<file path="config.mk">
export PLATFORM = sky130hd
export DESIGN_NAME = replay_reader
export DESIGN_NICKNAME = d
export VERILOG_FILES = /design/src/common/replay_pkg.sv /design/src/replay/replay_reader.sv
export SDC_FILE = /design/constraint.sdc
export NUM_CORES = 1
export LEC_CHECK = 0
export BUFFER_PORTS_ARGS = -buffer_cell sky130_fd_sc_hd__buf_4
export CORE_ASPECT_RATIO = 1.1
export CORE_MARGIN = 1.5
export CORE_UTILIZATION = 28
export DETAILED_ROUTE_END_ITERATION = 10
export GPL_TIMING_DRIVEN = 0
export SLEW_MARGIN = 0
export SYNTH_ARGS = -nofsm -noshare
export SYNTH_HDL_FRONTEND = slang
export SYNTH_SLANG_ARGS = --single-unit
</file>
<file path="constraint.sdc">
create_clock -name clk -period 3.3 [get_ports clk]
set_input_delay 0.495 -clock clk [delete_from_list [all_inputs] [get_ports clk]]
set_output_delay 0.495 -clock clk [all_outputs]
set_load 0.005 [all_outputs]
</file>
<file path="src/common/replay_pkg.sv">
// ==============================
// Shared widths, depths and the replay reader state type for the
// packet capture and replay engine. Modules import it where needed.
// ==============================

package replay_pkg;

  // Default stream data width in bits
  localparam int DEFAULT_DATA_WIDTH = 64;

  // Packet memory address width, 256 words by default
  localparam int DEFAULT_MEM_ADDR_WIDTH = 8;

  // Width of replay_count and the pass counter
  localparam int REPLAY_COUNT_WIDTH = 16;

  // Entries per stream FIFO, also the reader credit limit
  localparam int FIFO_DEPTH = 4;

  // Replay reader FSM states
  typedef enum logic [1:0] {
    IDLE  = 2'd0,
    READ  = 2'd1,
    DRAIN = 2'd2
  } replay_state_t;

endpackage

</file>
<file path="src/replay/replay_reader.sv">
// ==============================
// Replay side of the engine. On start_replay it walks the stored
// words from address 0 up, once per pass, and pushes each returned
// word into the egress FIFO. Reads are issued only when the FIFO
// has room for them, so output back-pressure never drops a beat.
// ==============================

`timescale 1ns/100ps

module replay_reader #(
  parameter int DATA_WIDTH     = 64,
  parameter int MEM_ADDR_WIDTH = 8
) (
  input  logic                                         clk,
  input  logic                                         rst,
  input  logic                                         start_replay,
  input  logic [replay_pkg::REPLAY_COUNT_WIDTH-1:0]    replay_count,
  input  logic [MEM_ADDR_WIDTH:0]                      stored_count,
  output logic                                         rd_en,
  output logic [MEM_ADDR_WIDTH-1:0]                    rd_addr,
  input  logic [DATA_WIDTH:0]                          rd_word,
  input  logic [$clog2(replay_pkg::FIFO_DEPTH+1)-1:0]  fifo_count,
  output logic                                         push_valid,
  output logic [DATA_WIDTH-1:0]                        push_data,
  output logic                                         push_last,
  output logic                                         replay_busy
);

  import replay_pkg::*;

  localparam int CNT_W = $clog2(FIFO_DEPTH + 1);

  replay_state_t                 state;
  logic [MEM_ADDR_WIDTH:0]       last_addr;
  logic [REPLAY_COUNT_WIDTH-1:0] passes;
  logic [REPLAY_COUNT_WIDTH-1:0] pass_cnt;
  logic                          rd_vld;
  logic [CNT_W:0]                credit_used;
  logic                          start_ok;
  logic                          end_of_pass;

  assign start_ok = start_replay && (stored_count != '0) && (replay_count != '0);

  // FIFO entries taken plus the word returning this cycle
  assign credit_used = fifo_count + rd_vld;

  assign rd_en       = (state == READ) && (credit_used < (CNT_W + 1)'(FIFO_DEPTH));
  assign end_of_pass = ({1'b0, rd_addr} == last_addr);

  assign replay_busy = (state != IDLE);

  // Returning word goes straight into the egress FIFO
  assign push_valid = rd_vld;
  assign push_data  = rd_word[DATA_WIDTH-1:0];
  assign push_last  = rd_word[DATA_WIDTH];

  // Replay length, sampled at start
  always_ff @(posedge clk) begin
    if (state == IDLE && start_ok) begin
      last_addr <= stored_count - 1'b1;
      passes    <= replay_count;
    end
  end

  always_ff @(posedge clk) begin
    if (rst) begin
      state    <= IDLE;
      rd_addr  <= '0;
      pass_cnt <= '0;
      rd_vld   <= 1'b0;
    end else begin
      rd_vld <= rd_en;
      case (state)
        IDLE: begin
          if (start_ok) begin
            rd_addr  <= '0;
            pass_cnt <= '0;
            state    <= READ;
          end
        end
        READ: begin
          if (rd_en) begin
            if (end_of_pass) begin
              rd_addr <= '0;
              if (pass_cnt == passes - 1'b1) begin
                state <= DRAIN;
              end else begin
                pass_cnt <= pass_cnt + 1'b1;
              end
            end else begin
              rd_addr <= rd_addr + 1'b1;
            end
          end
        end
        DRAIN: begin
          // Last word is pushed this cycle
          if (rd_vld) begin
            state <= IDLE;
          end
        end
        default: state <= IDLE;
      endcase
    end
  end

endmodule
</file>
# == Word-level counts from Yosys, hierarchy flattened ==
# Cells that the tools add are included.
# classes
reduce_logical,12
muxes,15
addsub,5
eq_ne,10
n_lt_le_gt_ge,1
# ops
cell,n
2-to-1 mux 16 bit,4
one-hot mux 16 bit (2 select lines),1
2-to-1 mux 8 bit,3
"adder 16 x 1 -> 16 bit, second input constant",1
== test 16 bit,1
one-hot mux 8 bit (2 select lines),1
nonzero test 16 bit,1
"subtractor 16 x 1 -> 16 bit, second input constant",1
2-to-1 mux 2 bit,5
"inequality test 2 bit, second input constant",5
AND reduction 5 bit,2
== test 8 x 9 -> 1 bit,1
nonzero test 9 bit,1
"subtractor 9 x 1 -> 9 bit, second input constant",1
"adder 8 x 1 -> 8 bit, second input constant",1
one-hot mux 2 bit (3 select lines),1
adder 3 x 1 -> 4 bit,1
logical AND 1 bit,4
"< comparator 4 x 3 -> 1 bit, second input constant",1
nonzero test 2 bit,2
AND reduction 3 bit,1
"== test 2 x 1 -> 1 bit, second input constant",1
"== test 2 bit, second input constant",1
logical NOT 2 bit,1
"inequality test 2 x 1 -> 1 bit, second input constant",1
# totals
register_bits,52
out_inout_bits,76
input_bits,96
wordCells,49

# == Logic depth before layout (Yosys ltp) ==
# logic_depth
word_depth,6
depth_mapped,11
depth_no_buf,10

# == Worst setup path before layout ==
# No wires, ideal clock.
# synth_path
path_type,reg2reg
start,register passes[0]
end,register pass_cnt[11]
path_buffers,0
arrival_time_ns,2.890
setup_time_ns,0.071
period_less_slack_ns,2.961
stages_incl_launch_ff,11
setup_slack_ns,0.339
t_required_ns,3.229
cell_sequence,edfxtp_1 inv_1 ha_1 or4b_1 nor4_4 mux2_1 mux2i_4 nor4_2 or2_1 or4_1 a21oi_1
# synth_via
elab_chain_len,4
# synth_lines
element,line_no,text
start: declaration,replay_reader.sv:35,logic [REPLAY_COUNT_WIDTH-1:0] passes;
start signal: assignment,replay_reader.sv:61,passes <= replay_count;
subtractor 16 x 1 -> 16 bit,replay_reader.sv:85,if (pass_cnt == passes - 1'b1) begin
== test 16 bit,replay_reader.sv:85,
inequality test 2 bit (no source line),-,
AND reduction 5 bit (no source line),-,
end signal: assignment,replay_reader.sv:88,pass_cnt <= pass_cnt + 1'b1;
end: declaration,replay_reader.sv:36,logic [REPLAY_COUNT_WIDTH-1:0] pass_cnt;
# No other way between the ends.
# A chain may end at the register's enable or synchronous reset.

# == Worst setup path after layout ==
# layout_path
start,register passes[1]
end,register pass_cnt[11]
# Same word-level chain as after synthesis.

==> metrics.yaml <==
p_leak_uw: 0.001898
synth_edf_count: 25
avgSynthCellArea_sq_um: 9.444
setup_viol: 0
cts.clk_slew.worst_paths_ns: 0.07
antenna_found_initial: 0
rows: 41
hpwl_um: 6229
rsz0062_at_grt: "false"
rrSetupSlack_ns: 0.20
max_freq_ghz: 0.3228
ys_warn_count: 0
p_int_uw: 1166
cp_max_fo: 5
clkSinkCount: 52
slew_violations: 0
final_common_cell: "buf_4"
ys_seq_elements: 52
initial_core_util: 0.2880
p_seq_frac: 0.475
die_area_sq_um: 12540
ys_seq_area_frac: 0.3884
grt.total_usage: 0.1165
clock_latency_ns: 0.29
max_slew_margin: 0.3883
avgRoutedWirePerCell_um: 12.23
pwr_density_cell_nw_per_um2: 339.0
finalHoldViolCount: 0
syn-num-nets: 452
combPwrFrac: 0.194
arrival_ns: 3.31
cp-end-kind: "flip-flop"
finalWirelength_um: 7595
fill_cells: 1159
post-place-cells: 608
cts_hold_buffers: 0
io_pins: 172
syn_area_sq_um: 3324
drt_iter0_drc: 113
core_area_sq_um: 11540
firstDrtPassIters: 4
cap_violations: 0
hp-start: "replay_count[1]"
drive_gt1_frac: 0.4310
die_h_um: 117.3
whs_ns: 0.3876
post_dp_cell_area_sq_um: 4308
netlist_instances: 352
cp.required_ns: 3.51
cts_root_buffer: "clkbuf_16"
reg2reg_depth: 10
grt_max_degree: 26
area_growth_pct: 36.24
cts_buffers: 5
status: "finished, final reports clean"
p_clk_frac: 0.332
grt_pass1_wl_um: 11450
r2r_end: "pass_cnt[11]$_SDFFE_PP0P_"
viasPerCell: 4.586
route.detailed.drc: 0
fin_area_sq_um: 4529
place.gp.congestion: 0.8495
synth_flop_cell: "dfxtp_1"
synth.area.top_cells: "edfxtp_1 (23%), dfxtp_1 (16%), buf_4 (15%), xnor2_1 (7.6%), xor2_1 (3.7%)"
synth_area_leader_cell: "edfxtp_1"
antenna_cells: 0
synthArstFlopShare: 0
nets: 570
overflow: 0
hold_path.class: "in -> reg"
synth.distinct_cells: 50
multi_input_area_sq_um: 1488
swShare: 0.2404
port_buffers: 106
die_width_um: 106.9
clock_skew_ns: 0.006595
worst_slew_pin_slew_ns: 0.9166
grt_pass1_vias: 2466
start_kind: "flip-flop"
seq_area_sq_um: 1291
layout_common_cells: "buf_4 (178), xnor2_1 (29), dfxtp_1 (27), edfxtp_1 (25)"
holdPathEnd: "passes[1]$_DFFE_PP_"
cts_max_path_buffers: 2
holdPathStages: 1
switchingPower_uw: 369.1
h-tree-depth: 2
synth_top_area_share: 0.2258
ant_nets: 0
via_count: 2848
path_class: "reg -> reg"
fin_cells: 621
cts_tree: "built"
max-vdd-ir-drop_uv: 322.2
fin_crit_ns: 3.098
final.period_utilization: 0.9387
worstReg2RegStart: "passes[1]$_DFFE_PP_"
per-stage QoR:
stage	power, uW	util	worst slack (ns)	TNS, ns
after floorplan	899.4	-	0.3391	0
after global placement	1029	0.3732	-0.1294	-1.161
after detailed placement	1034	0.3732	-0.1541	-1.472
after CTS	1541	0.3856	0.03668	0
after global routing	1602	0.3924	0.02687	0
final	1535	0.3924	0.2024	0
worst max path at each step:
| stage | startpoint | to | slack (ns) | cells after the start |
|---|---|---|---|---|
| 2_1_floorplan | passes[0]$_DFFE_PP_ | pass_cnt[11]$_SDFFE_PP0P_ | 0.34 | 10 |
| 3_3_place_gp | stored_count[0] | pass_cnt[14]$_SDFFE_PP0P_ | -0.13 | 12 |
| 3_5_place_dp | stored_count[0] | pass_cnt[14]$_SDFFE_PP0P_ | -0.15 | 12 |
| 4_1_cts | passes[0]$_DFFE_PP_ | pass_cnt[14]$_SDFFE_PP0P_ | 0.04 | 11 |
| 5_1_grt | passes[1]$_DFFE_PP_ | pass_cnt[11]$_SDFFE_PP0P_ | 0.03 | 10 |
| 6_report | passes[1]$_DFFE_PP_ | pass_cnt[11]$_SDFFE_PP0P_ | 0.20 | 10 |
power groups by stage:
stage | sequential [uW] | combinational (uW) | clock (uW)
5_1_grt | 732 | 328 | 542
3_3_place_gp | 742 | 286 | 0
4_1_cts | 729 | 291 | 521
6_report | 729 | 297 | 509
2_1_floorplan | 737 | 163 | 0
3_5_place_dp | 743 | 291 | 0
timing repair:
action                                  4_1_cts  5_1_grt
setup buffers                                 0        5
endpoints found under the setup margin        0       12
resized for setup                             0       12
critical path, stage by stage, from the launching register on:
cell,delay (ns)
edfxtp_1,0.41
inv_1,0.08
ha_2,0.20
or4b_4,0.51
nor4_4,0.27
mux2_4,0.34
mux2i_4,0.18
nor4_4,0.09
or2_4,0.28
or4_1,0.50
a21oi_1,0.16
cells by family (layout without fill, tap and decap cells):
family,after synthesis,count (layout),synth area share
compound gates,47,47,0.09335
buf+inv,87,206,0.1758
mux,3,3,0.01317
fa+ha+maj,4,4,0.01506
flops,52,52,0.3884
xor+xnor,43,43,0.1133
simple gates,116,116,0.2010
Yosys cell counts, types with 2 or more instances:
master and number:
nor3_1 7, or2_2 2, nor4_2 2, xnor2_1 29, or3_1 9, a21oi_1 17
nand4_1 8, nand2b_1 4, or4_1 3, a31oi_1 3, nor2b_1 3, nor2_1 19
ha_1 4, nand3_1 5, buf_2 2, a211o_1 2, o21ai_0 10, and2_1 2
o31ai_1 4, clkbuf_1 3, xor2_1 14, or3b_2 2, nor4_1 14, buf_4 66
edfxtp_1 25, nand2_1 19, dfxtp_1 27, inv_1 14, and3_1 9, o211ai_1 2
o2111ai_1 3
sequential cells by signal, summed over array words and instances, names as in the netlist:
| name | flops |
|---|---|
| push_valid | 1 |
| state | 2 |
| pass_cnt | 16 |
| last_addr | 9 |
| passes | 16 |
| rd_addr | 8 |
layout make-up:
cell class,instances,area share
Tap cell,150,0.04144
Inverter,14,0.01160
Clock buffer,6,0.02873
Sequential cell,52,0.2851
Clock inverter,2,0.002762
Multi-Input combinational cell,213,0.3285
Buffer,73,0.1180
Timing Repair Buffer,111,0.1840
layer usage:
metal / vias up / wire length [um] / GRT usage
met4: 0 / 134 / 0.04978
met5: - / 0 / 0
li1: 1419 / - / -
met3: 9 / 471 / 0.01827
met1: 1307 / 2995 / 0.1290
met2: 113 / 3993 / 0.2214
Note: power is estimated with default switching activity, not from simulation.
