--- src/capture/capture_writer.sv ---
// ==============================
// Capture side of the engine. Pops beats from the ingress FIFO and
// writes each one, packed with its last flag, to the next memory
// address. stored_count doubles as the write pointer.
// ==============================

`timescale 1ns/100ps

module capture_writer #(
  parameter int DATA_WIDTH     = 64,
  parameter int MEM_ADDR_WIDTH = 8
) (
  input  logic                      clk,
  input  logic                      rst,
  input  logic                      clear_capture,
  input  logic                      replay_busy,
  input  logic                      beat_valid,
  output logic                      beat_ready,
  input  logic [DATA_WIDTH-1:0]     beat_data,
  input  logic                      beat_last,
  output logic                      wr_en,
  output logic [MEM_ADDR_WIDTH-1:0] wr_addr,
  output logic [DATA_WIDTH:0]       wr_word,
  output logic [MEM_ADDR_WIDTH:0]   stored_count
);

  logic store_full;

  // Top bit set means every memory word is in use
  assign store_full = stored_count[MEM_ADDR_WIDTH];

  // Hold off during a replay, when full, and while the store is cleared
  assign beat_ready = !replay_busy && !store_full && !clear_capture;

  // Write happens in the same cycle as the pop
  assign wr_en   = beat_valid && beat_ready;
  assign wr_addr = stored_count[MEM_ADDR_WIDTH-1:0];
  assign wr_word = {beat_last, beat_data};

  always_ff @(posedge clk) begin
    if (rst) begin
      stored_count <= '0;
    end else if (clear_capture) begin
      stored_count <= '0;
    end else if (wr_en) begin
      stored_count <= stored_count + 1'b1;
    end
  end

endmodule

--- config.mk ---
export PLATFORM = sky130hd
export DESIGN_NAME = capture_writer
export DESIGN_NICKNAME = d
export VERILOG_FILES = /design/src/capture/capture_writer.sv
export SDC_FILE = /design/constraint.sdc
export NUM_CORES = 1
export LEC_CHECK = 0
export BUFFER_PORTS_ARGS = -buffer_cell sky130_fd_sc_hd__clkbuf_2
export CORE_ASPECT_RATIO = 0.6
export CORE_MARGIN = 8
export CORE_UTILIZATION = 31
export DETAILED_ROUTE_END_ITERATION = 12
export HOLD_SLACK_MARGIN = 0.15
export PLACE_DENSITY = 0.95
export SYNTH_ARGS = -nofsm -noshare
export SYNTH_HDL_FRONTEND = slang
export SYNTH_SLANG_ARGS = --single-unit
--- constraint.sdc ---
create_clock -name clk -period 4.4 [get_ports clk]
set_clock_uncertainty 0.05 [all_clocks]
set_input_delay 0 -clock clk [delete_from_list [all_inputs] [get_ports clk]]
set_output_delay 0 -clock clk [all_outputs]
set_load 0.02 [all_outputs]
-- After elaboration in Yosys (flattened, before gate mapping)
Index checks and enable logic that the tools add are counted.
- output and inout port bits: 84
- register bits: 9
- input port bits: 70
- reduce and logical (&&, ||, !) cells: 7
- $add $sub $neg: 1
- operator list (kind ; count):
    adder 9 x 1 -> 9 bit (second input constant) ; 1
    logical AND 1 bit ; 3
    zero test 1 bit ; 3
    OR reduction 2 bit ; 1

-- Logic depth before layout (Yosys ltp)
Gate-level depths: netlist of run 1.
- word-level depth: 4
- gate-level depth with buffers: 5

-- Least setup slack after synthesis of run 1
Ideal clock, no wire load.
- kind: reg-to-reg
- start: reg stored_count[8]
- end: reg stored_count[6]
- stages on the path, launching flop included: 6
- buffers on the path: 1
- data arrival time: 1.542 ns
- clock period less this slack: 1.711 ns
- setup slack: 2.689 ns
- cells stage by stage: dfxtp_1 or4b_4 buf_6 inv_1 nand3_1 mux2i_1
- cells in the longest elaborated chain, start to end: 4
- ends and longest elaborated chain (what ; line ; RTL):
    start: declaration ; 24 ; output logic [MEM_ADDR_WIDTH:0] stored_count
    start signal: assignment ; 46 ; stored_count <= stored_count + 1'b1;
    zero test 1 bit ; 33 ; assign beat_ready = !replay_busy && !store_full && !clear_capture;
    logical AND 1 bit (2 in series) ; 33 ;
    logical AND 1 bit ; 36 ; assign wr_en = beat_valid && beat_ready;
    via wr_en ; 21 ; output logic wr_en,
The timed path passes the listed nets, and every way through them passes these cells.
A chain may end at the register's enable or synchronous reset.

-- Final worst setup path of run 1
- start: in clear_capture
- end: reg stored_count[5]
- cells in the longest elaborated chain, start to end: 3
- elaborated cells on any way between the ends: 4
- ends and longest elaborated chain (what ; line ; RTL):
    start: declaration ; 15 ; input logic clear_capture,
    zero test 1 bit ; 33 ;
    logical AND 1 bit ; 33 ;
    logical AND 1 bit ; 36 ;
Parallel ways exist; a longest one is shown, timed or not.

==> impl_metrics.py, run 1 <==
metrics = {
    "grt": {
        "use_met2_pct": 25.8,
        "use_met1_pct": 12.7,
        "grt_busiest_layer": "met2",
        "antenna_found_initial": 0,
        "grt_overflow": 0,
        "grt_pass1_vias": 858,
        "track_usage_pct": 13.4,
        "grt_max_degree": 12,
        "grt_first_pass_wirelength_mm": 5.33,
        "met3_usage_pct": 3.70,
    },
    "route": {
        "ant_nets": 0,
        "post_drt_wl_per_cell_um": 21.0,
        "drc": 0,
        "num_vias": 818,
        "vias_per_cell": 4.31,
        "dr.pass1.iters": 4,
        "drt_wl_total_mm": 4.00,
        "drt_iter0_drc": 79,
    },
    "sta": {
        "fin_crit_ps": 1810,
        "rsz0062_at_grt": "false",
        "drv_slew": 0,
        "slew_headroom_pct": 80.4,
        "post-route-period-util_pct": 41.2,
        "fin_ws_ps": 2590,
        "worst_slew_pin_slew_ps": 292,
        "setup_tns_ps": 0,
        "timing.fmax_ghz": 0.552,
        "hold_viol": 0,
        "setup_violations": 0,
    },
    "setup_path": {
        "required_ps": 4520,
        "cp.buffers_inverters": 2,
        "slowest_stage": "or4b_4",
        "arrival_ps": 1930,
        "critPathMaxFanout": 11,
        "worstSetupPathType": "in2reg",
        "worstPathCellList": "dlygate4sd3_1, clkbuf_2, or4b_4, or4_1, a21oi_1",
        "max_stage_delay_ps": 560,
        "start_kind": "input port",
        "cp_top_family": "simple AND/OR/NAND/NOR gates",
        "endpoint_kind": "flip-flop",
    },
    "outcome": {
        "status": "complete, no violations",
    },
    "placement": {
        "port_buffers": 23,
        "globalplace.congestion": 0.781,
        "place_hpwl_mm": 1.72,
        "dp.cells": 118,
        "dp_worst_setup_slack_ps": 2700,
    },
    "power": {
        "peakVddDrop_mv": 0.0923,
        "p_leak_nw": 0.557,
        "power_w": 0.000286,
        "powerDensity_nw_per_um2": 216,
    },
    "logic_synthesis": {
        "syn_nets": 196,
        "ys_seq_elements": 9,
        "avgSynthCellArea_um2": 7.94,
        "synth-main-ff-cell": "dfxtp_1",
        "yosysSeqAreaShare_pct": 18.2,
        "syn_inst": 125,
        "synth_warnings": 0,
        "synth_edf_count": 0,
        "syn_area_um2": 992,
        "netlist-cell-type-count": 26,
        "async_flop_share_pct": 0,
    },
    "finish": {
        "antennaDiodeCount": 0,
        "finalNonFillerCells": 190,
        "fill_cells": 329,
        "reg_top3": "stored_count x9",
        "fin_util_pct": 41.9,
        "nets": 217,
        "area_delta_synth_final_pct": 33.7,
        "drive_above_1_share_pct": 19.3,
        "largest_register": "stored_count",
        "largest_reg_flops": 9,
    },
    "die": {
        "io_pins": 154,
        "coreArea_um2": 3160,
        "dieWidth_um": 89.0,
        "die_y_um": 59.8,
        "start_util_pct": 31.4,
        "dieArea_um2": 5330,
        "rows": 16,
    },
    "clocking": {
        "post_cts_buffers": 0,
        "holdBufCountCts": 68,
        "cts_root_buf": "clkbuf_8",
        "cts_sinks": 9,
        "htree_levels": 1,
        "path_clk_slew_ps": 40,
        "cts_buffers": 3,
        "clockBufferDepth": 2,
        "clkLatencyLatePin_ps": 230,
        "post_cts_resized": 0,
        "cts_tree": "yes",
    },
    "worst_hold_path": {
        "worstHoldPathType": "in2reg",
    },
    "job": {
        "cap_violations": 0,
    },
}
-- final timing paths --
kind                                   to  cells after the start  slack, ps                    startpoint
min          stored_count[3]$_SDFFE_PP0P_                      4        210                   replay_busy
max          stored_count[5]$_SDFFE_PP0P_                      5       2590                 clear_capture
min reg2reg  stored_count[7]$_SDFFE_PP0P_                      2        470  stored_count[7]$_SDFFE_PP0P_
max reg2reg  stored_count[5]$_SDFFE_PP0P_                      3       2660  stored_count[8]$_SDFFE_PP0P_
-- where the power goes --
group          total [W]  leakage [nW]  internal, W  switching (W)
registers      0.0000826        0.0725    0.0000821    0.000000534
clock network  0.0000951        0.0228    0.0000631      0.0000321
logic           0.000108         0.462    0.0000459      0.0000622
total           0.000286         0.557     0.000191      0.0000949
-- worst reg2reg max path, stage by stage (launching register included) --
cell and delay [ps]:
dfxtp_1 330, or4b_4 620, or4_1 530, a21oi_1 140
-- cell usage in the layout, fill, tap and decap left out, types with 2 or more instances in the layout --
master         instances
dfxtp_1                9
or3_1                  4
nand3_1                3
clkbuf_2              23
nor4_1                 2
clkbuf_8               3
nor2_1                 3
nand2_1                5
mux2i_1                2
o21ai_0                2
a21oi_1                4
dlygate4sd3_1         68
inv_1                  3
-- per-stage QoR --
step           hold WS (ps)  instance area (um^2)
2_1_floorplan          29.5                   992
3_3_place_gp          -49.9                   601
3_5_place_dp          -49.9                   601
4_1_cts                 190                  1330
5_1_grt                 233                  1330
6_report                207                  1330
-- cell usage after synthesis (2+ instances only) --
library cell	count	area share (%)
nor2_1	3	1.1
nand3_1	3	1.5
o21ai_0	2	1.0
mux2i_1	2	2.0
a21oi_1	4	2.0
buf_4	73	55
nand2_1	5	1.9
nor4_1	2	1.3
dfxtp_1	9	18
inv_1	3	1.1
or3_1	4	2.5
-- cells by family (layout without fill, tap and decap cells) --
| logic type | count (synthesis) | in the layout | share of synthesized area (%) |
|---|---|---|---|
| DFF | 9 | 9 | 18.2 |
| buffers and inverters | 78 | 98 | 57.9 |
| xor gates and xnor gates | 1 | 1 | 0.883 |
| and+or+nand+nor | 24 | 24 | 13.7 |
| AOI/OAI and AO/OA | 10 | 10 | 6.05 |
| adders and majority gates | 1 | 1 | 1.26 |
| muxes | 2 | 2 | 2.02 |
-- final cells by class --
type	count	area, um^2	share of cell area [%]
clock buffer	4	45.0	3.40
tap	45	56.3	4.25
timing repair buffer	91	796	60.0
multi-input combinational	38	238	17.9
inverter	3	11.3	0.849
sequential	9	180	13.6
-- layer usage --
layer  wire (um)  part of all wire [%]
met1        1250                    31
met2        2380                    59
met3         211                   5.3
met4         160                   4.0
met5           0                     0
No activity file was read; power rests on OpenSTA's default activity.
==> run 2, diff against run 1 <==
--- a/config.mk
+++ b/config.mk
@@ -8,10 +8,10 @@
 export BUFFER_PORTS_ARGS = -buffer_cell sky130_fd_sc_hd__clkbuf_2
 export CORE_ASPECT_RATIO = 0.6
 export CORE_MARGIN = 8
-export CORE_UTILIZATION = 31
+export CORE_UTILIZATION = 26
 export DETAILED_ROUTE_END_ITERATION = 12
 export HOLD_SLACK_MARGIN = 0.15
-export PLACE_DENSITY = 0.95
+export PLACE_DENSITY = 0.89
 export SYNTH_ARGS = -nofsm -noshare
 export SYNTH_HDL_FRONTEND = slang
 export SYNTH_SLANG_ARGS = --single-unit
==> constraint.sdc (replaced) <==
create_clock -name clk -period 1.65 [get_ports clk]
set_clock_uncertainty 0.05 [all_clocks]
set_input_delay 0 -clock clk [delete_from_list [all_inputs] [get_ports clk]]
set_output_delay 0 -clock clk [all_outputs]
set_load 0.02 [all_outputs]
==> impl_metrics.py, run 2 (same netlist as run 1, synthesis figures left out) <==
metrics = {
    "outcome": {
        "status": "complete, no violations",
    },
    "placement": {
        "postPlaceCellArea_um2": 644,
        "globalplace.congestion": 0.828,
        "port_buffers": 23,
    },
    "finish": {
        "layout_common_cells": "dlygate4sd3_1 (66), clkbuf_2 (23), dfxtp_1 (8)",
        "finalInstanceArea_um2": 1370,
        "drive_above_1_share_pct": 25.2,
        "area_delta_synth_final_pct": 38.1,
        "largest_reg_flops": 9,
        "reg_top3": "stored_count x9",
        "largest_register": "stored_count",
        "antennaDiodeCount": 0,
        "layout_commonest_cell": "dlygate4sd3_1",
        "nets": 219,
    },
    "grt": {
        "grt_max_degree": 11,
        "track_usage_pct": 11.2,
        "grt_first_pass_wirelength_mm": 5.37,
        "grt_overflow": 0,
        "grt_pass1_vias": 946,
        "antenna_found_initial": 0,
    },
    "setup_path": {
        "cp.buffers_inverters": 1,
        "worstPathCellList": "or4b_4, buf_6, o31a_1, o21a_1",
        "arrival_ps": 1700,
        "slowest_stage": "or4b_4",
        "worstSetupPathType": "reg2reg",
        "required_ps": 1720,
        "max_stage_delay_ps": 540,
        "cp_top_family": "simple AND/OR/NAND/NOR gates",
        "critPathMaxFanout": 10,
        "endpoint_kind": "flip-flop",
        "start_kind": "flip-flop",
    },
    "sta": {
        "slew_headroom_pct": 83.0,
        "fin_crit_ps": 1630,
        "hold_ws_ps": 119,
        "worst_slew_pin_slew_ps": 252,
        "setup_violations": 0,
        "drv_slew": 0,
        "timing.fmax_ghz": 0.613,
        "hold_viol": 0,
        "post-route-period-util_pct": 98.8,
    },
    "clocking": {
        "clkLatencyLatePin_ps": 230,
        "path_clk_slew_ps": 50,
        "cts_root_buf": "clkbuf_8",
        "cts_buffers": 3,
        "htree_levels": 1,
        "clockBufferDepth": 2,
        "cts_sinks": 9,
        "cts_tree": "yes",
        "holdBufCountCts": 66,
    },
    "worst_hold_path": {
        "worstHoldPathType": "in2reg",
    },
    "die": {
        "rows": 17,
        "start_util_pct": 27.1,
        "io_pins": 154,
        "coreArea_um2": 3660,
        "dieWidth_um": 95.8,
        "die_y_um": 63.9,
        "dieArea_um2": 6110,
    },
    "job": {
        "cap_violations": 0,
    },
    "route": {
        "drt_wl_total_mm": 3.59,
        "drc": 0,
        "ant_nets": 0,
        "post_drt_wl_per_cell_um": 18.5,
        "dr.pass1.iters": 4,
        "num_vias": 803,
        "vias_per_cell": 4.14,
        "drt_iter0_drc": 40,
    },
    "power": {
        "seq_power_share_pct": 28.7,
        "powerDensity_nw_per_um2": 558,
        "p_int_w": 0.000511,
        "pwr-share-comb_pct": 37.6,
        "peakVddDrop_mv": 0.226,
        "p_leak_nw": 0.577,
        "swShare_pct": 33.2,
        "p_switching_w": 0.000254,
        "power_w": 0.000765,
        "p_clk_share_pct": 33.7,
    },
}
-- run 2: cell count changes in the layout (fill, tap and decap cells not counted) --
cell / change
dlygate4sd3_1: -2
buf_6: +1
buf_4: +3
nor4_4: +1
or4_4: +1
dfxtp_1: -1
dfxtp_2: +1
clkinvlp_4: +1
or4_1: -1
nor4_1: -1
a21oi_1: -1
inv_1: -1
a21oi_2: +1
-- run 2: path summary, 6_finish.rpt --
path	end	slack (ps)	cells past startpoint	from
max	stored_count[4]$_SDFFE_PP0P_	20	4	stored_count[8]$_SDFFE_PP0P_
min	stored_count[5]$_SDFFE_PP0P_	120	4	replay_busy
max reg2reg	stored_count[4]$_SDFFE_PP0P_	20	4	stored_count[8]$_SDFFE_PP0P_
min reg2reg	stored_count[7]$_SDFFE_PP0P_	470	2	stored_count[7]$_SDFFE_PP0P_
-- run 2: power groups by stage --
stage	sequential [W]	combinational (W)	clock [W]
2_1_floorplan	0.000225	0.000251	0
4_1_cts	0.000220	0.000288	0.000264
3_3_place_gp	0.000224	0.0000353	0
6_report	0.000220	0.000288	0.000258
5_1_grt	0.000219	0.000298	0.000278
3_5_place_dp	0.000224	0.0000360	0
-- run 2: timing repair --
item,CTS,global route
gates resized for setup,2,2
setup endpoints to repair,1,2
hold endpoints to repair,74,1
pin swaps,0,2
setup buffers,0,0
-- run 2: final cells by class --
class	count	area [um^2]
Fill cell	379	2290
Inverter	3	15.0
Multi-Input combinational cell	38	260
Clock buffer	4	45.0
Timing Repair Buffer	93	810
Tap cell	47	58.8
Sequential cell	9	181
-- run 2: tightest hold or removal path, cell delays in order --
cell	delay [ps]
clkbuf_2	90
or4b_4	120
or4_4	110
a21oi_2	30
-- run 2: stage by stage --
stage / setup TNS, ps / worst slack, ps / util, % / instances
2_1_floorplan: 0 / 16.6 / - / 125
4_1_cts: 0 / 23.8 / 37.2 / 194
3_5_place_dp: 0 / 3.84 / 17.6 / 124
5_1_grt: -0.200 / -0.200 / 37.4 / 194
6_report: 0 / 19.9 / 37.4 / 194
3_3_place_gp: 0 / 45.7 / 17.6 / 124
-- run 2: per-layer routing --
layer | track usage [%] | vias to the layer above | share of wire, %
met1 | 11.3 | 384 | 34
li1 | - | 380 | -
met3 | 2.56 | 7 | 4.6
met5 | 0 | - | 0
met4 | 4.95 | 0 | 1.9
met2 | 21.1 | 32 | 60
