### src/common/replay_pkg.sv
// ==============================
// Shared widths, depths and the replay reader state type for the
// packet capture and replay engine. Modules import it where needed.
// ==============================

package replay_pkg;

  // Default stream data width in bits
  localparam int DEFAULT_DATA_WIDTH = 64;

  // Packet memory address width, 256 words by default
  localparam int DEFAULT_MEM_ADDR_WIDTH = 8;

  // Width of replay_count and the pass counter
  localparam int REPLAY_COUNT_WIDTH = 16;

  // Entries per stream FIFO, also the reader credit limit
  localparam int FIFO_DEPTH = 4;

  // Replay reader FSM states
  typedef enum logic [1:0] {
    IDLE  = 2'd0,
    READ  = 2'd1,
    DRAIN = 2'd2
  } replay_state_t;

endpackage

### src/logic/stream_fifo.sv
// ==============================
// Small valid/ready FIFO for one stream beat per entry.
// The payload type is a parameter. count exposes the occupancy
// so an upstream producer can run credit based flow control.
// ==============================

`timescale 1ns/100ps

module stream_fifo #(
  parameter type payload_t = logic
) (
  input  logic                                           clk,
  input  logic                                           rst,
  input  logic                                           in_valid,
  output logic                                           in_ready,
  input  payload_t                                       in_payload,
  output logic                                           out_valid,
  input  logic                                           out_ready,
  output payload_t                                       out_payload,
  output logic [$clog2(replay_pkg::FIFO_DEPTH+1)-1:0]    count
);

  import replay_pkg::*;

  localparam int PTR_W = (FIFO_DEPTH > 1) ? $clog2(FIFO_DEPTH) : 1;
  localparam int CNT_W = $clog2(FIFO_DEPTH + 1);

  payload_t           entries [FIFO_DEPTH];
  logic [PTR_W-1:0]   wr_ptr;
  logic [PTR_W-1:0]   rd_ptr;
  logic               push;
  logic               pop;

  assign in_ready    = (count != CNT_W'(FIFO_DEPTH));
  assign out_valid   = (count != '0);
  assign out_payload = entries[rd_ptr];

  assign push = in_valid && in_ready;
  assign pop  = out_valid && out_ready;

  // Storage, no reset needed
  always_ff @(posedge clk) begin
    if (push) begin
      entries[wr_ptr] <= in_payload;
    end
  end

  always_ff @(posedge clk) begin
    if (rst) begin
      wr_ptr <= '0;
      rd_ptr <= '0;
      count  <= '0;
    end else begin
      if (push) begin
        wr_ptr <= (wr_ptr == PTR_W'(FIFO_DEPTH - 1)) ? '0 : wr_ptr + 1'b1;
      end
      if (pop) begin
        rd_ptr <= (rd_ptr == PTR_W'(FIFO_DEPTH - 1)) ? '0 : rd_ptr + 1'b1;
      end
      // Occupancy only moves when exactly one side transfers
      if (push && !pop) begin
        count <= count + 1'b1;
      end else if (pop && !push) begin
        count <= count - 1'b1;
      end
    end
  end

endmodule

### config.mk
export PLATFORM = sky130hd
export DESIGN_NAME = stream_fifo
export DESIGN_NICKNAME = d
export VERILOG_FILES = /design/src/common/replay_pkg.sv /design/src/logic/stream_fifo.sv
export SDC_FILE = /design/constraint.sdc
export NUM_CORES = 1
export LEC_CHECK = 0
export ABC_AREA = 1
export BUFFER_PORTS_ARGS = -buffer_cell sky130_fd_sc_hd__clkbuf_2
export CORE_AREA = 4 4 41 43
export DETAILED_ROUTE_END_ITERATION = 8
export DIE_AREA = 0 0 45 47
export PLACE_DENSITY_LB_ADDON = 0.15
export SLEW_MARGIN = 20
export SYNTH_ARGS = -nofsm -noshare
export SYNTH_HDL_FRONTEND = slang
export SYNTH_SLANG_ARGS = --single-unit
### constraint.sdc
create_clock -name clk -period 5 [get_ports clk]
set_input_delay 0.25 -clock clk [delete_from_list [all_inputs] [get_ports clk]]
set_output_delay 0.25 -clock clk [all_outputs]
set_load 0.05 [all_outputs]
# Word-level counts from Yosys, hierarchy flattened
# Memory sizes are Yosys's and may differ from the RTL's. A register that Yosys moved wholly into a read port is not among the register bits.
# Index checks and enable logic that the tools add are counted.
[totals]
reg_bits = 7
latch_bits = 0
mem_bits_rw = 4
romBits = 0
in_bits = 5
out_inout_bits = 6
elab_cells = 27
memories = 1
[classes]
n_addsub = 4
n_mul = 0
div = 0
n_lt_le_gt_ge = 0
n_eq_ne = 3
shift = 0
n_mux = 8
bitwise_logic = 0
n_reduce_logical = 8
[mem_list]
columns = ["memory", "words", "width", "read_ports", "rd_clocked_by_memory_dff", "write_ports", "line_no", "text"]
rows = [
  ["entries", 4, 1, 1, 1, 1, "stream_fifo.sv:28", "payload_t entries [FIFO_DEPTH];"],
]
[op_table]
columns = ["cell", "count"]
rows = [
  ["2-bit two-way mux", 4],
  ["3-bit two-way mux", 2],
  ["2-bit by 1-bit adder with 2-bit output, second input constant", 2],
  ["2-bit == test, second input constant", 2],
  ["1-bit logical AND", 4],
  ["3-bit by 1-bit adder with 3-bit output, second input constant", 1],
  ["3-bit inequality test, second input constant", 1],
  ["3-bit nonzero test", 1],
  ["3-bit by 1-bit subtractor with 3-bit output, second input constant", 1],
  ["1-bit logical NOT", 2],
  ["1-bit two-way mux", 2],
  ["2-bit nonzero test", 1],
]

# Depth between registers and ports, before layout
# Gate-level depths: netlist of run 1.
[logic_depth]
ltp_word = 6
depth_mapped = 13
mapped_depth_nobuf = 13

# Worst setup path after synthesis of run 1
# OpenSTA, ideal clock, no wires.
[synth_timing]
kind = "register to register"
start = "register count[0] in the netlist's numbering"
end = "register count[2] in the netlist's numbering"
setup_ns = 0.110
arrival_time_ns = 2.039
required_ns = 4.890
path_slack_ns = 2.852
path_stages_with_launch = 14
path_buffers = 0
period_less_slack_ns = 2.148
path_cell_list = "dfxtp_1 -> nor2_4 -> nand2_4 -> nand2_4 -> inv_1 -> ha_1 -> inv_1 -> fa_1 -> inv_1 -> nand2_1 -> nand3_1 -> nand2_1 -> inv_1 -> nor2_1"
[synth_between]
elab_chain_cells = 5
elab_cells_between_ends = 13
classes_between = "add/sub (2); eq/ne (1); mux (2); reduce/logical (8)"
[synth_rtl]
columns = ["item", "line_no", "text"]
rows = [
  ["start: declaration", "stream_fifo.sv:20", "output logic [$clog2(replay_pkg::FIFO_DEPTH+1)-1:0] count"],
  ["start signal: assignment", "stream_fifo.sv:62", "count <= count + 1'b1;"],
  ["start signal: assignment", "stream_fifo.sv:64", "count <= count - 1'b1;"],
  ["3-bit inequality test *", "stream_fifo.sv:34", "assign in_ready = (count != CNT_W'(FIFO_DEPTH));"],
  ["via in_ready", "stream_fifo.sv:15", "output logic in_ready,"],
  ["1-bit logical AND *", "stream_fifo.sv:38", "assign push = in_valid && in_ready;"],
  ["via push", "stream_fifo.sv:31", "logic push;"],
  ["1-bit logical NOT", "stream_fifo.sv:63", "end else if (pop && !push) begin"],
  ["1-bit logical AND", "stream_fifo.sv:63", ""],
  ["2-bit nonzero test (no source line)", "n/a", ""],
]
# The timed path passes the listed nets; every way through them passes the cells marked *. The select of a mux whose other input is x is not followed.
# A chain may end at the register's enable or synchronous reset.

# Worst setup path after layout of run 1
[layout_timing]
start = "register count[0] in the netlist's numbering"
end = "register count[1] in the netlist's numbering"
[layout_between]
elab_chain_cells = 5
elab_cells_between_ends = 13
classes_between = "add/sub (2); eq/ne (1); mux (2); reduce/logical (8)"
[layout_rtl]
columns = ["item", "line_no"]
rows = [
  ["3-bit inequality test *", "stream_fifo.sv:34"],
  ["1-bit logical AND *", "stream_fifo.sv:38"],
  ["via push", "stream_fifo.sv:31"],
  ["1-bit logical NOT", "stream_fifo.sv:63"],
  ["1-bit logical AND", "stream_fifo.sv:63"],
  ["2-bit nonzero test (no source line)", "n/a"],
]
# Marks and branches as above.

==> results of run 1 <==
==> logic make-up (layout without fill, tap and decap cells) <==
kind of cell | count (synthesis) | after routing
AOI/OAI and AO/OA | 8 | 8
adders and majority gates | 7 | 7
buffers and inverters | 15 | 29
DFF | 13 | 13
and+or+nand+nor | 37 | 37
==> final cells by class <==
class                      instances  area (µm²)
clock buffer                       3        22.5
clock inverter                     1        5.00
fill                             128         526
inverter                          15        56.3
multi-input combinational         52         323
sequential                        13         300
tap                               15        18.8
timing repair buffer              10        50.0
==> synth_stat cells <==
library cell,count,area [µm²]
nor2_1,16,60.1
inv_1,14,52.6
nand2_1,10,37.5
dfxtp_1,9,180
ha_1,6,75.1
o21ai_0,5,25.0
edfxtp_1,4,120
a21oi_1,3,15.0
nand2_4,3,33.8
nand3b_1,2,15.0
nor2_2,2,12.5
fa_1,1,20.0
inv_2,1,3.75
nand2_2,1,6.26
nand3_1,1,5.00
nand4_1,1,6.26
nor2_4,1,11.3
==> per-stage QoR <==
| step | setup slack, ns | utilization, % | hold WS (ns) | cells |
|---|---|---|---|---|
| 2_1_floorplan | 2.85 | - | 0.349 | 80 |
| 3_3_place_gp | 3.22 | 57.5 | 0.472 | 105 |
| 3_5_place_dp | 3.22 | 57.5 | 0.477 | 105 |
| 4_1_cts | 3.21 | 59.6 | 0.182 | 109 |
| 5_1_grt | 3.04 | 59.6 | 0.177 | 109 |
| 6_report | 3.21 | 59.6 | 0.193 | 109 |
==> critical path, cell delays in order, from the launching register on <==
cell,delay (ns)
dfxtp_1,0.38
nor2_4,0.19
nand2_4,0.08
nand2_4,0.10
inv_1,0.05
ha_1,0.20
inv_1,0.09
fa_1,0.40
o21ai_0,0.15
nor2_1,0.05
==> where the power goes <==
part           internal (W)  switching (W)  total [W]
logic             0.0000793       0.000197   0.000276
clock network     0.0000296      0.0000340  0.0000635
registers          0.000139      0.0000311   0.000170
==> metal layers <==
metal / vias to the layer above / global-route usage [%] / routed length [µm]
met2: 5 / 19.2 / 530
met1: 214 / 13.9 / 465
met5: - / 0 / 0
li1: 275 / - / -
met4: 0 / 7.02 / 12
met3: 2 / 3.45 / 28
==> path summary, 6_finish.rpt <==
| path | startpoint | to | slack (ns) | cells after the start |
|---|---|---|---|---|
| max | count[0] | count[1] | 3.21 | 9 |
| min | in_payload | entries[2] | 0.19 | 1 |
| max reg2reg | count[0] | count[1] | 3.21 | 9 |
| min reg2reg | rd_ptr[1] | rd_ptr[1] | 0.53 | 2 |
==> flow_summary.toml, run 1 <==
[final_layout]
nets = 107
final_common_cell = "nor2_1"
fin_area_um2 = 776
area_growth_pct = 14.2
n_antenna_cell = 0
layout_common_cells = "nor2_1, inv_1, nand2_1, clkbuf_2, dfxtp_1"
drive_gt1_share_pct = 23.4

[critical_path]
cp-end-kind = "flip-flop"
crit_type = "reg -> reg"
arrival_ns = 1.96
critPathRequiredTime_ns = 5.17
cp_max_fo = 7
cp-start-kind = "flip-flop"

[power_and_ir_drop]
leakage_nw = 0.385
finalPower_w = 0.000509
powerDensity_mw_per_mm2 = 657
irDropWorstVdd_mv = 0.468

[routing]
wl_per_cell_um = 9.51
via_count = 496
drtIter0Drc = 4
drc_errors = 0
first_pass_iters = 4
postRouteAntennaNets = 0
drt-total-wl_um = 1040
vias_per_cell = 4.55

[clock_tree]
ctsLongestPathBuffers = 2
post_cts_resized = 0
clk_pin_slew_worst_paths_ns = 0.08
clk-insertion-delay-late_ns = 0.27
cts-buffers-inserted = 3
cts_sinks = 13
htreeDepth = 1
cts_root_buffer = "clkbuf_4"
postCtsSetupRepairBufs = 0
hold_buffers = 0
cts_tree = "done"

[floorplanning]
io_pins = 11
core_area_mm2 = 0.00130
dieArea_mm2 = 0.00212
die_w_um = 45
start_util_pct = 52.2
die-height_um = 47
rows = 13

[run_status]
status = "finished, final reports clean"

[logic_synthesis]
synth_seq_cells = 13
synth_seq_area_share_pct = 44.2
syn_inst = 80
ys_warn_count = 0
post_synth_instance_area_um2 = 679
yosys.area_share.simple_pct = 27.6
synth_nets = 92
synth_area_per_cell_um2 = 8.49
synthAdderAreaFrac_pct = 14.0
synth_top_family_by_area = "simple AND/OR/NAND/NOR gates"
synth.distinct_cells = 17
synthMuxAreaShare_pct = 0
synth_xor_area_share_pct = 0
synth_compound_area_share_pct = 5.89

[sta]
fmax_mhz = 559
rsz0062_at_grt = "no"
hold_viol_final = 0
clock_skew_ns = 0.00563
setup_viol = 0
slew_headroom_pct = 81.4
finalMaxSlewViolations = 0
tightest_slew_ns = 0.280
period_minus_slack_ns = 1.79
tns_ns = 0
min_period_over_period_pct = 35.8

[global_route]
grt_pass1_wl_um = 1750
grt_overflow_total = 0
antenna_found_initial = 0
grt_max_degree = 9
grt_use_total_pct = 11.8
first_global_vias = 451

[placed_design]
gp_congestion = 0.724
io_buffers = 10
dpl.hpwl_um = 826
placed_area_um2 = 748

[flow_run]
maxCapViolations = 0

[worst_hold_path]
hold_path.class = "in -> reg"
No activity file was read; power rests on OpenSTA's default activity.
==> inputs of run 2 (changes only) <==
ABC_AREA = 0   (was 1)
CORE_AREA = not set   (was 4 4 41 43)
CORE_MARGIN = 4   (was not set)
CORE_UTILIZATION = 46   (was not set)
DIE_AREA = not set   (was 0 0 45 47)
clock period = 1.44 ns   (was 5 ns; I/O delays follow)
==> flow_summary.toml, run 2 <==
[clock_tree]
clk-insertion-delay-late_ns = 0.28
cts_root_buffer = "clkbuf_4"
htreeDepth = 1
hold_buffers = 0
cts_sinks = 13
ctsLongestPathBuffers = 2
clk_pin_slew_worst_paths_ns = 0.08
cts_tree = "done"
cts-buffers-inserted = 3

[routing]
drtIter0Drc = 0
wl_met1_um = 498
drt-total-wl_um = 1160
top_layer_used = "met4"
vias_per_cell = 4.96
wl_per_cell_um = 12.6
drc_errors = 0
met2_length_um = 599
first_pass_iters = 1
postRouteAntennaNets = 0
routed-wl-met3_um = 52
via_count = 456

[power_and_ir_drop]
p_seq_share_pct = 26.9
p_int_w = 0.00126
p_switching_w = 0.000860
leakage_nw = 0.405
powerDensity_mw_per_mm2 = 2360
pwr-share-clk_pct = 10.7
irDropWorstVdd_mv = 1.84
pwr-share-comb_pct = 62.4
swShare_pct = 40.6

[worst_hold_path]
hold_path.class = "in -> reg"
holdPathStages = 1

[final_layout]
nFillCells = 101
multi_input_area_um2 = 347
final_common_cell = "buf_4"
n_antenna_cell = 0
nets = 90
drive_gt1_share_pct = 54.5
layout_common_cells = "buf_4, clkbuf_2, dfxtp_1, ha_1"
finalNonFillerCells = 92
regArea_um2 = 312
area_growth_pct = 43.1

[global_route]
first_global_vias = 450
grt_max_degree = 10
grt_overflow_total = 0
grt_use_total_pct = 14.8
antenna_found_initial = 0
grt_pass1_wl_um = 2010

[critical_path]
arrival_ns = 2.12
rr_worst_depth = 7
critPathRequiredTime_ns = 1.65
cp_max_fo = 3
cp-start-kind = "flip-flop"
crit_type = "reg -> reg"
cp-end-kind = "flip-flop"

[placed_design]
dpl.hpwl_um = 887
gp_congestion = 0.744
io_buffers = 10
place_ws_ns = -0.497
placed_cells = 86

[logic_synthesis]
synth_seq_area_share_pct = 47.9
synth_seq_cells = 13
synth_edf_count = 4
synth_ff_type = "dfxtp_1"
ys_top_cells_by_area = "dfxtp_1, edfxtp_1, ha_1, mux2i_1, and3_2"
synth_common_cells = "dfxtp_1, ha_1, and3_2, edfxtp_1"
synth_top_area_cell = "dfxtp_1"
synth.distinct_cells = 24
synth_nets = 65
syn_inst = 53
synth_top_area_share_pct = 28.7
post_synth_instance_area_um2 = 627
yosysMostFrequentCell = "dfxtp_1"
synth_area_per_cell_um2 = 11.8
ys_warn_count = 0
synthArstFlopShare_pct = 0

[sta]
fmax_mhz = 524
hold_viol_final = 0
holdWs_ns = 0.0247
setup_viol = 3
rsz0062_at_grt = "yes"
period_minus_slack_ns = 1.91
finalMaxSlewViolations = 0
tightest_slew_ns = 0.277
min_period_over_period_pct = 133
slew_headroom_pct = 81.6
clock_skew_ns = 0.00213
layout_setup_ws_ns = -0.468
tns_ns = -1.03

[floorplanning]
dieArea_mm2 = 0.00202
rows = 13
io_pins = 11
core_area_mm2 = 0.00128
die_w_um = 44.9
die-height_um = 44.9
start_util_pct = 48.8

[run_status]
violations = "setup timing"
status = "finished with violations"

[flow_run]
maxCapViolations = 0
==> run 2: cell types whose count changed after synthesis, sizes merged, moves of 3 or more <==
| cell | previous run | this run |
|---|---|---|
| or3 | 0 | 3 |
| and3 | 0 | 4 |
| nand2 | 14 | 1 |
| nor2 | 19 | 3 |
| inv | 15 | 3 |
| mux2i | 0 | 3 |
| o21ai | 5 | 1 |
==> run 2: power by group through the flow <==
stage | logic (W) | registers, W | clock network, W
after floorplan | 0.000630 | 0.000722 | 0
after global placement | 0.00108 | 0.000565 | 0
after detailed placement | 0.00111 | 0.000564 | 0
after CTS | 0.00130 | 0.000571 | 0.000242
after global routing | 0.00143 | 0.000583 | 0.000256
final | 0.00132 | 0.000569 | 0.000226
==> run 2: cell type report <==
class	count	area share (%)
repair buffers	22	20.4
flip-flops and latches	13	34.7
multi-input cells	35	38.6
well taps	15	2.09
inverters	3	1.26
clock buffers	4	2.93
==> run 2: final timing paths <==
| path | from | to | slack [ns] |
|---|---|---|---|
| max | count[1] | count[2] | -0.47 |
| min | in_payload | entries[2] | 0.02 |
| max reg2reg | count[1] | count[2] | -0.47 |
| min reg2reg | rd_ptr[0] | flip-flop | 0.50 |
==> run 2: timing repair <==
action,CTS,global route
buffers inserted,1,1
endpoints found under the setup margin,6,7
resized for setup,9,2
pin swaps,2,1
==> run 2: worst max-delay path, cell delays in order (launching register included) <==
cell and delay (ns):
dfxtp_4 0.36, o31ai_4 0.30, ha_4 0.18, inv_2 0.04, fa_2 0.34, xor2_1 0.18
or3_4 0.33, a21oi_2 0.11
==> run 2: routing by layer <==
layer / track usage [%] / vias up
met1: 17.0 / 212
met4: 7.02 / 0
met2: 23.2 / 7
met3: 7.17 / 2
met5: 0 / -
li1: - / 235
==> run 2: cells by family after synthesis <==
group | share of synthesized area (%)
AND/OR/NAND/NOR | 17.0
flip-flops | 47.9
adder cells (fa/ha/maj) | 15.2
AO/OA/AOI/OAI | 5.59
buffers and inverters | 3.19
multiplexers | 8.38
XOR/XNOR | 2.79
==> run 2: through the flow <==
step | total power, W | instance area (µm²) | utilization [%]
after floorplan | 0.00135 | 671 | -
after global placement | 0.00165 | 797 | 62.0
after detailed placement | 0.00167 | 797 | 62.0
after CTS | 0.00212 | 886 | 68.9
after global routing | 0.00227 | 897 | 69.8
final | 0.00212 | 897 | 69.8
